$ cat src/rtl/vgen_pkg.sv
// video generator shared definitions
// 640x480 mode timing, register map and common types
package vgen_pkg;

    typedef logic [10:0] count_t;       // beam counter
    typedef logic [15:0] vaddr_t;       // vram word address
    typedef logic [15:0] word_t;        // register or memory word
    typedef logic [7:0]  color_t;       // palette index
    typedef logic [4:0]  regnum_t;      // config register number

    typedef enum logic [1:0] {
        BPP_1_ATTR = 2'b00,             // 1 bpp with fore/back attribute byte
        BPP_4      = 2'b01,
        BPP_8      = 2'b10
    } bpp_t;

    typedef enum logic [1:0] {
        STATE_PRE_SYNC  = 2'b00,
        STATE_SYNC      = 2'b01,
        STATE_POST_SYNC = 2'b10,
        STATE_VISIBLE   = 2'b11
    } video_st_t;

    // 640x480 at 60 Hz with a 25 MHz pixel clock
    localparam int VISIBLE_WIDTH   = 640;
    localparam int VISIBLE_HEIGHT  = 480;
    localparam int H_FRONT_PORCH   = 16;
    localparam int H_SYNC_PULSE    = 96;
    localparam int H_BACK_PORCH    = 48;
    localparam int V_FRONT_PORCH   = 10;
    localparam int V_SYNC_PULSE    = 2;
    localparam int V_BACK_PORCH    = 33;
    localparam int OFFSCREEN_WIDTH = H_FRONT_PORCH + H_SYNC_PULSE + H_BACK_PORCH;
    localparam int TOTAL_WIDTH     = VISIBLE_WIDTH + OFFSCREEN_WIDTH;
    localparam int TOTAL_HEIGHT    = VISIBLE_HEIGHT + V_FRONT_PORCH + V_SYNC_PULSE + V_BACK_PORCH;
    localparam logic H_SYNC_POLARITY = 1'b0;
    localparam logic V_SYNC_POLARITY = 1'b0;
    localparam int REFRESH_FREQ    = 60;

    localparam count_t H_MEM_BEGIN     = count_t'(OFFSCREEN_WIDTH - 64);  // prefetch starts early
    localparam count_t H_MEM_END       = count_t'(TOTAL_WIDTH - 8);
    localparam count_t H_SCANOUT_BEGIN = count_t'(OFFSCREEN_WIDTH - 1);   // one before first pixel

    localparam regnum_t XR_VID_CTRL     = 5'd0;
    localparam regnum_t XR_SCANLINE     = 5'd1;
    localparam regnum_t XR_VID_HSIZE    = 5'd2;
    localparam regnum_t XR_VID_VSIZE    = 5'd3;
    localparam regnum_t XR_VID_VFREQ    = 5'd4;
    localparam regnum_t XR_PA_GFX_CTRL  = 5'd5;
    localparam regnum_t XR_PA_DISP_ADDR = 5'd6;
    localparam regnum_t XR_PA_LINE_LEN  = 5'd7;

    localparam int ATTR_FORE = 12;      // attribute nibbles, lsb positions
    localparam int ATTR_BACK = 8;

    localparam color_t PA_COLORBASE_RESET = 8'h00;
    localparam bpp_t   PA_BPP_RESET       = BPP_1_ATTR;
    localparam vaddr_t PA_START_RESET     = 16'h0000;
    localparam vaddr_t PA_LINE_LEN_RESET  = 16'd80;

endpackage
$ cat src/rtl/plane_cfg_if.sv
// playfield A configuration from the register file
interface plane_cfg_if;
    vgen_pkg::color_t colorbase;
    logic             blank;
    vgen_pkg::bpp_t   bpp;
    vgen_pkg::vaddr_t start_addr;
    vgen_pkg::vaddr_t line_len;         // words per display line

    modport source (output colorbase, blank, bpp, start_addr, line_len);
    modport fetch  (input blank, bpp, start_addr, line_len);
    modport scan   (input colorbase, blank, bpp);
endinterface

$ cat src/rtl/vgen_timing_if.sv
// beam position and timing strobes from the sync generator
interface vgen_timing_if;
    vgen_pkg::count_t h_count;
    vgen_pkg::count_t v_count;
    logic             h_visible;
    logic             v_visible;
    logic             fetch_active;     // inside fetch window, not blanked
    logic             line_start;
    logic             scanout_start;
    logic             line_end;
    logic             frame_end;
    logic             last_visible;

    modport source (output h_count, v_count, h_visible, v_visible, fetch_active,
                    line_start, scanout_start, line_end, frame_end, last_visible);
    modport fetch  (input fetch_active, line_start, line_end, frame_end);
    modport scan   (input scanout_start, line_start);
    modport regs   (input v_count, h_visible, v_visible, last_visible);
endinterface

$ cat src/rtl/video_gen.sv
// bitmap video generator top level
// 640x480 timing, config registers, playfield A fetch and scan-out
module video_gen (
    input  wire logic              clk,
    input  wire logic              reset_i,
    input  wire logic              vgen_reg_wr_i,
    input  wire vgen_pkg::regnum_t vgen_reg_num_i,
    input  wire vgen_pkg::word_t   vgen_reg_data_i,
    output vgen_pkg::word_t        vgen_reg_data_o,
    input  wire logic [3:0]        intr_status_i,
    output logic [3:0]             intr_signal_o,
    output logic                   vram_sel_o,
    output vgen_pkg::vaddr_t       vram_addr_o,
    input  wire vgen_pkg::word_t   vram_data_i,
    output vgen_pkg::color_t       color_index_o,
    output logic                   hsync_o,
    output logic                   vsync_o,
    output logic                   dv_de_o
);

    vgen_timing_if   tim();
    plane_cfg_if     cfg();

    logic            hsync;
    logic            vsync;
    logic            de;
    logic            words_ready;
    logic            buf_empty;
    vgen_pkg::word_t word0;
    vgen_pkg::word_t word1;
    vgen_pkg::word_t word2;
    vgen_pkg::word_t word3;

    video_timing u_timing (
        .clk(clk), .reset_i(reset_i), .tim(tim.source), .cfg(cfg.fetch),
        .hsync_o(hsync), .vsync_o(vsync), .de_o(de)
    );

    video_regs u_regs (
        .clk(clk), .reset_i(reset_i),
        .reg_wr_i(vgen_reg_wr_i), .reg_num_i(vgen_reg_num_i),
        .reg_data_i(vgen_reg_data_i), .reg_data_o(vgen_reg_data_o),
        .intr_status_i(intr_status_i), .intr_signal_o(intr_signal_o),
        .tim(tim.regs), .cfg(cfg.source)
    );

    plane_fetch u_fetch (
        .clk(clk), .reset_i(reset_i), .tim(tim.fetch), .cfg(cfg.fetch),
        .vram_sel_o(vram_sel_o), .vram_addr_o(vram_addr_o), .vram_data_i(vram_data_i),
        .buf_empty_i(buf_empty), .words_ready_o(words_ready),
        .word0_o(word0), .word1_o(word1), .word2_o(word2), .word3_o(word3)
    );

    pixel_scanout u_scanout (
        .clk(clk), .reset_i(reset_i), .tim(tim.scan), .cfg(cfg.scan),
        .words_ready_i(words_ready),
        .word0_i(word0), .word1_i(word1), .word2_i(word2), .word3_i(word3),
        .buf_empty_o(buf_empty), .color_index_o(color_index_o)
    );

    // one register stage to line up with the registered pixel
    always_ff @(posedge clk) begin
        if (reset_i) begin
            hsync_o <= !vgen_pkg::H_SYNC_POLARITY;
            vsync_o <= !vgen_pkg::V_SYNC_POLARITY;
            dv_de_o <= 1'b0;
        end else begin
            hsync_o <= hsync ? vgen_pkg::H_SYNC_POLARITY : !vgen_pkg::H_SYNC_POLARITY;
            vsync_o <= vsync ? vgen_pkg::V_SYNC_POLARITY : !vgen_pkg::V_SYNC_POLARITY;
            dv_de_o <= de;
        end
    end

endmodule

$ cat src/rtl/pixel_scanout.sv
// pixel expansion and scan-out
// expands fetched words into eight 8-bit indices and shifts them out
module pixel_scanout (
    input  wire logic             clk,
    input  wire logic             reset_i,
    vgen_timing_if.scan           tim,
    plane_cfg_if.scan             cfg,
    input  wire logic             words_ready_i,
    input  wire vgen_pkg::word_t  word0_i,
    input  wire vgen_pkg::word_t  word1_i,
    input  wire vgen_pkg::word_t  word2_i,
    input  wire vgen_pkg::word_t  word3_i,
    output logic                  buf_empty_o,
    output vgen_pkg::color_t      color_index_o
);

    logic [63:0]      expanded;         // next 8 pixels from word inputs
    logic [63:0]      pix_buf;          // waiting for scan-out
    logic [63:0]      pix_shift;        // msb byte is the current pixel
    logic [31:0]      nib_words;
    logic [63:0]      byte_words;
    logic             scanning;
    vgen_pkg::count_t col;              // visible column being shown

    assign nib_words  = {word0_i, word1_i};
    assign byte_words = {word0_i, word1_i, word2_i, word3_i};

    always_comb begin
        for (int i = 0; i < 8; i++) begin
            case (cfg.bpp)
                vgen_pkg::BPP_1_ATTR:
                    expanded[63 - 8*i -: 8] = {cfg.colorbase[7:4], word0_i[7 - i] ?
                                               word0_i[vgen_pkg::ATTR_FORE +: 4] :
                                               word0_i[vgen_pkg::ATTR_BACK +: 4]};
                vgen_pkg::BPP_4:
                    expanded[63 - 8*i -: 8] = {cfg.colorbase[7:4], nib_words[31 - 4*i -: 4]};
                default:
                    expanded[63 - 8*i -: 8] = byte_words[63 - 8*i -: 8];
            endcase
        end
    end

    always_ff @(posedge clk) begin
        if (reset_i) begin
            scanning      <= 1'b0;
            buf_empty_o   <= 1'b1;
            color_index_o <= '0;
        end else begin
            if (tim.line_start) begin
                buf_empty_o <= 1'b1;
            end
            if (scanning) begin
                col       <= col + 11'd1;
                pix_shift <= {pix_shift[55:0], 8'h00};
                if (col[2:0] == 3'd7) begin             // next group of 8
                    pix_shift   <= pix_buf;
                    buf_empty_o <= 1'b1;
                end
                if (col == vgen_pkg::count_t'(vgen_pkg::VISIBLE_WIDTH - 1)) begin
                    scanning <= 1'b0;
                end
            end
            if (tim.scanout_start) begin
                scanning    <= 1'b1;
                col         <= '0;
                pix_shift   <= pix_buf;
                buf_empty_o <= 1'b1;
            end
            if (words_ready_i) begin
                pix_buf     <= expanded;
                buf_empty_o <= 1'b0;
            end
            color_index_o <= (scanning && !cfg.blank) ? pix_shift[63:56] : cfg.colorbase;
        end
    end

endmodule

$ cat src/rtl/plane_fetch.sv
// playfield A bitmap fetch
// reads 1, 2 or 4 display words per 8 pixels from VRAM into word buffers
module plane_fetch (
    input  wire logic             clk,
    input  wire logic             reset_i,
    vgen_timing_if.fetch          tim,
    plane_cfg_if.fetch            cfg,
    output logic                  vram_sel_o,
    output vgen_pkg::vaddr_t      vram_addr_o,
    input  wire vgen_pkg::word_t  vram_data_i,
    input  wire logic             buf_empty_i,
    output logic                  words_ready_o,
    output vgen_pkg::word_t       word0_o,
    output vgen_pkg::word_t       word1_o,
    output vgen_pkg::word_t       word2_o,
    output vgen_pkg::word_t       word3_o
);

    typedef enum logic [2:0] {
        FETCH_IDLE   = 3'd0,            // wait for line start
        FETCH_ADDR   = 3'd1,            // first address out when buffer has room
        FETCH_WAIT   = 3'd2,            // vram latency
        FETCH_READ_0 = 3'd3,
        FETCH_READ_1 = 3'd4,
        FETCH_READ_2 = 3'd5,
        FETCH_READ_3 = 3'd6
    } fetch_st_t;

    fetch_st_t        state;
    vgen_pkg::vaddr_t addr;             // next display word
    vgen_pkg::vaddr_t line_start;       // first word of current line
    logic             one_word;
    logic             four_words;
    logic             issue;            // put addr on vram this cycle

    assign one_word   = (cfg.bpp == vgen_pkg::BPP_1_ATTR);
    assign four_words = !one_word && (cfg.bpp != vgen_pkg::BPP_4);

    // addresses go out back to back, one per state
    always_comb begin
        case (state)
            FETCH_ADDR:   issue = tim.fetch_active && buf_empty_i && !words_ready_o;
            FETCH_WAIT:   issue = !one_word;
            FETCH_READ_0: issue = four_words;
            FETCH_READ_1: issue = four_words;
            default:      issue = 1'b0;
        endcase
    end

    always_ff @(posedge clk) begin
        if (reset_i) begin
            state         <= FETCH_IDLE;
            vram_sel_o    <= 1'b0;
            words_ready_o <= 1'b0;
        end else begin
            vram_sel_o    <= issue;
            words_ready_o <= 1'b0;
            if (issue) begin
                vram_addr_o <= addr;
                addr        <= addr + 16'd1;
            end
            case (state)
                FETCH_IDLE: begin
                    if (tim.line_start) begin
                        state <= FETCH_ADDR;
                    end
                end
                FETCH_ADDR: begin
                    if (!tim.fetch_active) begin
                        state <= FETCH_IDLE;
                    end else if (issue) begin
                        state <= FETCH_WAIT;
                    end
                end
                FETCH_WAIT: state <= FETCH_READ_0;
                FETCH_READ_0: begin
                    word0_o <= vram_data_i;             // pixels, or attr + pixels at 1 bpp
                    if (one_word) begin
                        words_ready_o <= 1'b1;
                        state         <= FETCH_ADDR;
                    end else begin
                        state <= FETCH_READ_1;
                    end
                end
                FETCH_READ_1: begin
                    word1_o <= vram_data_i;
                    if (four_words) begin
                        state <= FETCH_READ_2;
                    end else begin
                        words_ready_o <= 1'b1;
                        state         <= FETCH_ADDR;
                    end
                end
                FETCH_READ_2: begin
                    word2_o <= vram_data_i;
                    state   <= FETCH_READ_3;
                end
                FETCH_READ_3: begin
                    word3_o       <= vram_data_i;
                    words_ready_o <= 1'b1;
                    state         <= FETCH_ADDR;
                end
                default: state <= FETCH_IDLE;
            endcase

            if (tim.line_end) begin
                addr       <= line_start + cfg.line_len;   // step to next line
                line_start <= line_start + cfg.line_len;
            end
            if (tim.frame_end || cfg.blank) begin
                addr       <= cfg.start_addr;
                line_start <= cfg.start_addr;
            end
        end
    end

endmodule

$ cat src/rtl/video_regs.sv
// video configuration registers
// register writes, read-back mux and interrupt pulses
module video_regs (
    input  wire logic              clk,
    input  wire logic              reset_i,
    input  wire logic              reg_wr_i,
    input  wire vgen_pkg::regnum_t reg_num_i,
    input  wire vgen_pkg::word_t   reg_data_i,
    output vgen_pkg::word_t        reg_data_o,
    input  wire logic [3:0]        intr_status_i,
    output logic [3:0]             intr_signal_o,
    vgen_timing_if.regs            tim,
    plane_cfg_if.source            cfg
);

    always_ff @(posedge clk) begin
        if (reset_i) begin
            intr_signal_o  <= 4'b0000;
            cfg.colorbase  <= vgen_pkg::PA_COLORBASE_RESET;
            cfg.blank      <= 1'b0;
            cfg.bpp        <= vgen_pkg::PA_BPP_RESET;
            cfg.start_addr <= vgen_pkg::PA_START_RESET;
            cfg.line_len   <= vgen_pkg::PA_LINE_LEN_RESET;
        end else begin
            intr_signal_o <= {tim.last_visible, 3'b000};      // bit 3 is vertical blank
            if (reg_wr_i) begin
                case (reg_num_i)
                    vgen_pkg::XR_VID_CTRL: begin
                        intr_signal_o <= reg_data_i[3:0] | {tim.last_visible, 3'b000};
                    end
                    vgen_pkg::XR_PA_GFX_CTRL: begin
                        cfg.colorbase <= reg_data_i[15:8];
                        cfg.blank     <= reg_data_i[7];
                        cfg.bpp       <= vgen_pkg::bpp_t'(reg_data_i[5:4]);
                    end
                    vgen_pkg::XR_PA_DISP_ADDR: cfg.start_addr <= reg_data_i;
                    vgen_pkg::XR_PA_LINE_LEN:  cfg.line_len   <= reg_data_i;
                    default: begin
                    end
                endcase
            end
        end
    end

    // read-back, one cycle after the register number
    always_ff @(posedge clk) begin
        case (reg_num_i)
            vgen_pkg::XR_VID_CTRL:     reg_data_o <= {12'h000, intr_status_i};
            vgen_pkg::XR_SCANLINE:     reg_data_o <= {!tim.v_visible, !tim.h_visible, 3'b000,
                                                      tim.v_count};
            vgen_pkg::XR_VID_HSIZE:    reg_data_o <= vgen_pkg::word_t'(vgen_pkg::VISIBLE_WIDTH);
            vgen_pkg::XR_VID_VSIZE:    reg_data_o <= vgen_pkg::word_t'(vgen_pkg::VISIBLE_HEIGHT);
            vgen_pkg::XR_VID_VFREQ:    reg_data_o <= vgen_pkg::word_t'(vgen_pkg::REFRESH_FREQ);
            vgen_pkg::XR_PA_GFX_CTRL:  reg_data_o <= {cfg.colorbase, cfg.blank, 1'b0, cfg.bpp,
                                                      4'h0};
            vgen_pkg::XR_PA_DISP_ADDR: reg_data_o <= cfg.start_addr;
            vgen_pkg::XR_PA_LINE_LEN:  reg_data_o <= cfg.line_len;
            default:                   reg_data_o <= 16'h0000;
        endcase
    end

endmodule

$ cat src/rtl/video_timing.sv
// video timing generator
// horizontal and vertical sync state machines, beam counters,
// fetch window and per-line / per-frame strobes
module video_timing (
    input  wire logic     clk,
    input  wire logic     reset_i,
    vgen_timing_if.source tim,
    plane_cfg_if.fetch    cfg,
    output logic          hsync_o,
    output logic          vsync_o,
    output logic          de_o
);

    vgen_pkg::video_st_t h_state;
    vgen_pkg::video_st_t v_state;
    vgen_pkg::count_t    h_end;         // last count of current h state
    vgen_pkg::count_t    v_end;
    logic                h_step;
    logic                v_step;
    logic                fetch_next;

    always_comb begin
        case (h_state)
            vgen_pkg::STATE_PRE_SYNC:  h_end = vgen_pkg::count_t'(vgen_pkg::H_FRONT_PORCH - 1);
            vgen_pkg::STATE_SYNC:      h_end = vgen_pkg::count_t'(vgen_pkg::H_FRONT_PORCH
                                                             + vgen_pkg::H_SYNC_PULSE - 1);
            vgen_pkg::STATE_POST_SYNC: h_end = vgen_pkg::count_t'(vgen_pkg::OFFSCREEN_WIDTH - 1);
            default:                   h_end = vgen_pkg::count_t'(vgen_pkg::TOTAL_WIDTH - 1);
        endcase
        // visible lines come first, blanking lines at the bottom
        case (v_state)
            vgen_pkg::STATE_PRE_SYNC:  v_end = vgen_pkg::count_t'(vgen_pkg::VISIBLE_HEIGHT
                                                             + vgen_pkg::V_FRONT_PORCH - 1);
            vgen_pkg::STATE_SYNC:      v_end = vgen_pkg::count_t'(vgen_pkg::VISIBLE_HEIGHT
                                           + vgen_pkg::V_FRONT_PORCH + vgen_pkg::V_SYNC_PULSE - 1);
            vgen_pkg::STATE_POST_SYNC: v_end = vgen_pkg::count_t'(vgen_pkg::TOTAL_HEIGHT - 1);
            default:                   v_end = vgen_pkg::count_t'(vgen_pkg::VISIBLE_HEIGHT - 1);
        endcase
    end

    assign h_step            = (tim.h_count == h_end);
    assign tim.line_end      = h_step && (h_state == vgen_pkg::STATE_VISIBLE);
    assign v_step            = tim.line_end && (tim.v_count == v_end);
    assign tim.last_visible  = v_step && (v_state == vgen_pkg::STATE_VISIBLE);
    assign tim.frame_end     = v_step && (v_state == vgen_pkg::STATE_POST_SYNC);
    assign tim.h_visible     = (h_state == vgen_pkg::STATE_VISIBLE);
    assign tim.v_visible     = (v_state == vgen_pkg::STATE_VISIBLE);

    // fetch window toggles at H_MEM_BEGIN and H_MEM_END on visible lines
    assign fetch_next = (tim.v_visible && tim.h_count == (tim.fetch_active ?
                         vgen_pkg::H_MEM_END : vgen_pkg::H_MEM_BEGIN)) ?
                        !tim.fetch_active : tim.fetch_active;
    assign tim.line_start    = !tim.fetch_active && fetch_next && !cfg.blank;
    assign tim.scanout_start = tim.fetch_active && (tim.h_count == vgen_pkg::H_SCANOUT_BEGIN);

    assign hsync_o = (h_state == vgen_pkg::STATE_SYNC);
    assign vsync_o = (v_state == vgen_pkg::STATE_SYNC);
    assign de_o    = tim.h_visible && tim.v_visible;

    always_ff @(posedge clk) begin
        if (reset_i) begin
            h_state          <= vgen_pkg::STATE_PRE_SYNC;
            v_state          <= vgen_pkg::STATE_POST_SYNC;    // last blank line, frame follows
            tim.h_count      <= '0;
            tim.v_count      <= vgen_pkg::count_t'(vgen_pkg::TOTAL_HEIGHT - 1);
            tim.fetch_active <= 1'b0;
        end else begin
            if (h_step) begin
                h_state <= vgen_pkg::video_st_t'(h_state + 2'd1);
            end
            if (v_step) begin
                v_state <= vgen_pkg::video_st_t'(v_state + 2'd1);
            end
            tim.h_count <= tim.line_end ? '0 : tim.h_count + 11'd1;
            if (tim.line_end) begin
                tim.v_count <= tim.frame_end ? '0 : tim.v_count + 11'd1;
            end
            tim.fetch_active <= fetch_next && !cfg.blank;      // blank holds fetch off
        end
    end

endmodule

$ cat config.mk
export PLATFORM = sky130hd
export DESIGN_NAME = video_gen
export DESIGN_NICKNAME = d
export VERILOG_FILES = /design/src/rtl/vgen_pkg.sv /design/src/rtl/plane_cfg_if.sv /design/src/rtl/vgen_timing_if.sv /design/src/rtl/video_gen.sv /design/src/rtl/pixel_scanout.sv /design/src/rtl/plane_fetch.sv /design/src/rtl/video_regs.sv /design/src/rtl/video_timing.sv
export SDC_FILE = /design/constraint.sdc
export NUM_CORES = 1
export LEC_CHECK = 0
export BUFFER_PORTS_ARGS = -buffer_cell sky130_fd_sc_hd__buf_2
export CORE_UTILIZATION = 30
export DETAILED_ROUTE_END_ITERATION = 8
export GPL_TIMING_DRIVEN = 0
export PLACE_DENSITY = 0.54
export SETUP_SLACK_MARGIN = 0.02
export SLEW_MARGIN = 40
export SYNTH_ARGS = -nofsm -noshare
export SYNTH_HDL_FRONTEND = slang
export SYNTH_SLANG_ARGS = --single-unit
$ cat constraint.sdc
create_clock -name clk -period 8.8 [get_ports clk]
set_clock_uncertainty 0.2 [all_clocks]
set_input_delay 0.88 -clock clk [delete_from_list [all_inputs] [get_ports clk]]
set_output_delay 0.88 -clock clk [all_outputs]
set_load 0.01 [all_outputs]
==> results by group <==
Clocking
  • Root buffer cell: clkbuf_16
  • TritonCTS buffer count: 38
  • CTS Buffer Depth: 3
  • # Post-CTS Setup Buffers: 0
  • CTS tree: built
  • H-tree levels: 2
  • CTS Hold Bufs: 0
  • Clock Latency Late Sink: 0.56 ns
  • Post-cts resize count: 0
  • Clk slew on worst S/H paths: 0.06 ns
  • Clock sink count: 359

Synthesis
  • EDFF count, synth: 251
  • Avg Inst Size Synth: 11.3 µm²
  • Netlist area before placement: 15800 µm²
  • Flops & latches, synth: 359
  • Ys flop type: edfxtp_1
  • Syn_nets: 1469
  • Synth unique cells: 64
  • YS warnings: 0
  • Post-synthesis async set-or-reset flop share: 0%
  • Mapped Cells: 1393
  • Seq/Total Area, Yosys: 61.4%

Floorplanning
  • Core area: 51600 µm²
  • Die ar.: 53600 µm²
  • Number of top-level pins: 92
  • Core Rows: 83
  • Die W: 231 µm
  • Initial Util: 30.6%
  • Die H: 231 µm

STA
  • Final worst-path cycle share: 43.4%
  • RSZ-0062 raised after global routing: no
  • Maximum clock rate: 0.262 GHz
  • Final max-slew violation count: 0
  • Setup TNS: 0 ns
  • Final WS setup: 4.98 ns
  • Worst-margin pin slew: 0.765 ns
  • Final setup fails: 0
  • Worst slew margin: 49.0%
  • Tmin final: 3.82 ns
  • Count of final hold-check violations: 0

Global routing
  • GRT Overall Usage: 15.7%
  • First-pass GRT wire length: 64.5 mm
  • Largest net degree at the start of global routing: 20
  • Antenna violations before repair: 0
  • Vias in the first global route: 10900
  • Total gr overflow: 0

Routing
  • Routed via count: 11100
  • Routed wire length: 42.0 mm
  • Drt pass-1 iters: 5
  • Post-detailed-route wirelength per cell: 18.7 µm
  • Antenna viol nets, final: 0
  • Drt initial violations: 817
  • DRC: 0
  • Vias per cell: 4.92

Setup path
  • Reg2Reg Setup Slack: 4.98 ns
  • Startpoint types: flop
  • CP endpoint kind: flop
  • Worst EP required: 8.79 ns
  • Critical path class: reg2reg
  • Data arrival time of the worst path: 3.81 ns
  • FF-to-FF End: u_fetch.addr[0]
  • R2r worst-path depth: 9
  • End of the critical path: u_fetch.addr[0]
  • Crit-path max FO: 16
  • Worst R2R Start: u_timing.h_state[0]
  • Crit. Startpoint: u_timing.h_state[0]

Placement
  • Number of buffers added on ports: 88
  • Detail Placement HPWL: 30.0 mm
  • Setup WS pre-CTS: 4.96 ns
  • Routability Congestion: 0.885

Run status
  • Status: completed

Min path
  • HP Class: reg2reg

Finish
  • NumNets Final: 1620
  • Share of layout cells above drive strength 1: 16.7%
  • P&R area growth vs syn: 18.0%
  • ANT cells: 0

Power and ir drop
  • Pwr Density: 185 nW/µm²
  • Peak supply drop: 0.000151 V
  • Total chip power: 3.44 mW
  • LEAKAGE: 6.77 nW

Flow run
  • Total of max-cap violations: 0
[worst min-delay path by stage]
| stage | from | to | slack [ns] | depth (start not counted) |
|---|---|---|---|---|
| CTS | u_timing.tim.h_count[0] | u_timing.tim.h_count[0] | 0.26 | 1 |
| detailed placement | u_timing.tim.h_count[0] | u_timing.tim.h_count[0] | 0.25 | 1 |
| floorplan | u_timing.tim.h_count[0] | u_timing.tim.h_count[0] | 0.23 | 1 |
| global route | u_timing.tim.h_count[0] | u_timing.tim.h_count[0] | 0.28 | 1 |
| global placement | u_timing.tim.h_count[0] | u_timing.tim.h_count[0] | 0.24 | 1 |
| finish | u_timing.tim.h_count[0] | u_timing.tim.h_count[0] | 0.25 | 1 |
[power by group]
group	internal, mW	switching (mW)	total [mW]
Sequential	1.79	0.00336	1.80
Combinational	0.0219	0.0496	0.0715
Clock	0.893	0.679	1.57
[metrics by stage]
| step | std cells | cell area, µm² | hold slack [ns] | utilization [%] |
|---|---|---|---|---|
| final | 2253 | 18600 | 0.254 | 36.1 |
| after global routing | 2253 | 18600 | 0.282 | 36.1 |
| after CTS | 2253 | 18600 | 0.261 | 36.1 |
| after detailed placement | 2184 | 17400 | 0.247 | 33.8 |
| after global placement | 2161 | 17100 | 0.238 | 33.1 |
| after floorplan | 1393 | 15800 | 0.226 | - |
[synth_stat cells (4+ instances only)]
library cell / number / share of area [%]
nor2b_1: 17 / 0.67
o21bai_1: 4 / 0.19
o21ai_0: 71 / 2.3
a21oi_1: 108 / 3.4
or3_1: 7 / 0.28
nand2_1: 238 / 5.7
clkbuf_1: 67 / 1.6
o211ai_1: 8 / 0.38
and2_1: 7 / 0.28
nor4_1: 7 / 0.28
mux2_2: 60 / 4.3
inv_1: 20 / 0.48
and3_1: 15 / 0.59
nand3_1: 38 / 1.2
o31ai_1: 4 / 0.19
buf_2: 5 / 0.16
nand4_1: 13 / 0.51
buf_1: 8 / 0.19
o22ai_1: 6 / 0.24
xor2_1: 21 / 1.2
xnor2_1: 29 / 1.6
o21a_1: 6 / 0.29
dfxtp_1: 108 / 14
edfxtp_1: 251 / 48
ha_1: 31 / 2.5
nor2_1: 106 / 2.5
nand2b_1: 9 / 0.36
mux2i_1: 52 / 3.3
a21o_1: 9 / 0.43
or4_1: 6 / 0.29
nor3_1: 9 / 0.29
a211oi_1: 4 / 0.19
[cells by family (layout without fill, tap and decap cells)]
group	count (synthesis)	after routing	share of synthesized area (%)
XOR/XNOR	50	50	2.77
multiplexers	112	112	7.57
flip-flops	359	359	61.4
AND/OR/NAND/NOR	491	491	14.0
buffers and inverters	100	280	2.42
adder cells (fa/ha/maj)	32	32	2.58
AO/OA/AOI/OAI	249	249	9.21
[sequential cells by signal (all words and copies together) (netlist names), 11 cells and up]
name	cells
u_regs.cfg.start_addr	16
u_fetch.word1_o	16
u_fetch.word3_o	16
u_regs.cfg.line_len	16
u_scanout.col	11
u_timing.tim.v_count	11
u_regs.reg_data_o	16
u_fetch.addr	16
u_fetch.line_start	16
u_scanout.pix_shift	64
u_timing.tim.h_count	11
u_fetch.word2_o	16
u_fetch.vram_addr_o	16
u_fetch.word0_o	16
u_scanout.pix_buf	64
[placed cells by master (no fill, tap or decap), drive strengths merged, types with 13 or more instances in the layout]
cell,count
a21oi,108
nand2,238
clkinv,13
inv,22
nor2,106
mux2,60
xor2,21
buf,124
o21ai,72
nor2b,17
nand4,13
nand3,38
and3,16
mux2i,52
xnor2,29
edfxtp,251
ha,31
dfxtp,108
clkbuf,116
[layout make-up]
class | count | area (µm²)
clock buffer | 49 | 1030
multi-input combinational | 934 | 5800
buffer | 80 | 313
sequential | 359 | 9700
inverter | 20 | 75.1
timing repair buffer | 111 | 701
tap | 680 | 851
fill | 5096 | 33000
clock inverter | 20 | 173
[per-layer routing]
metal	track usage, %	share of wire [%]	up-vias	wire length (µm)
li1	-	-	5304	-
met1	21.6	47	5422	19600
met2	25.3	46	302	19400
met3	2.50	5.2	54	2200
met4	4.57	2.1	0	881
met5	0	0	-	0
[critical path: stages (launching register included)]
cell,delay (ns)
dfxtp_1,0.42
inv_1,0.07
ha_1,0.21
xnor2_1,0.13
nand2_1,0.13
nor4_1,0.64
clkbuf_1,0.50
clkbuf_1,0.41
nor2_1,0.19
a21oi_4,0.54
No activity file was read; power rests on OpenSTA's default activity.
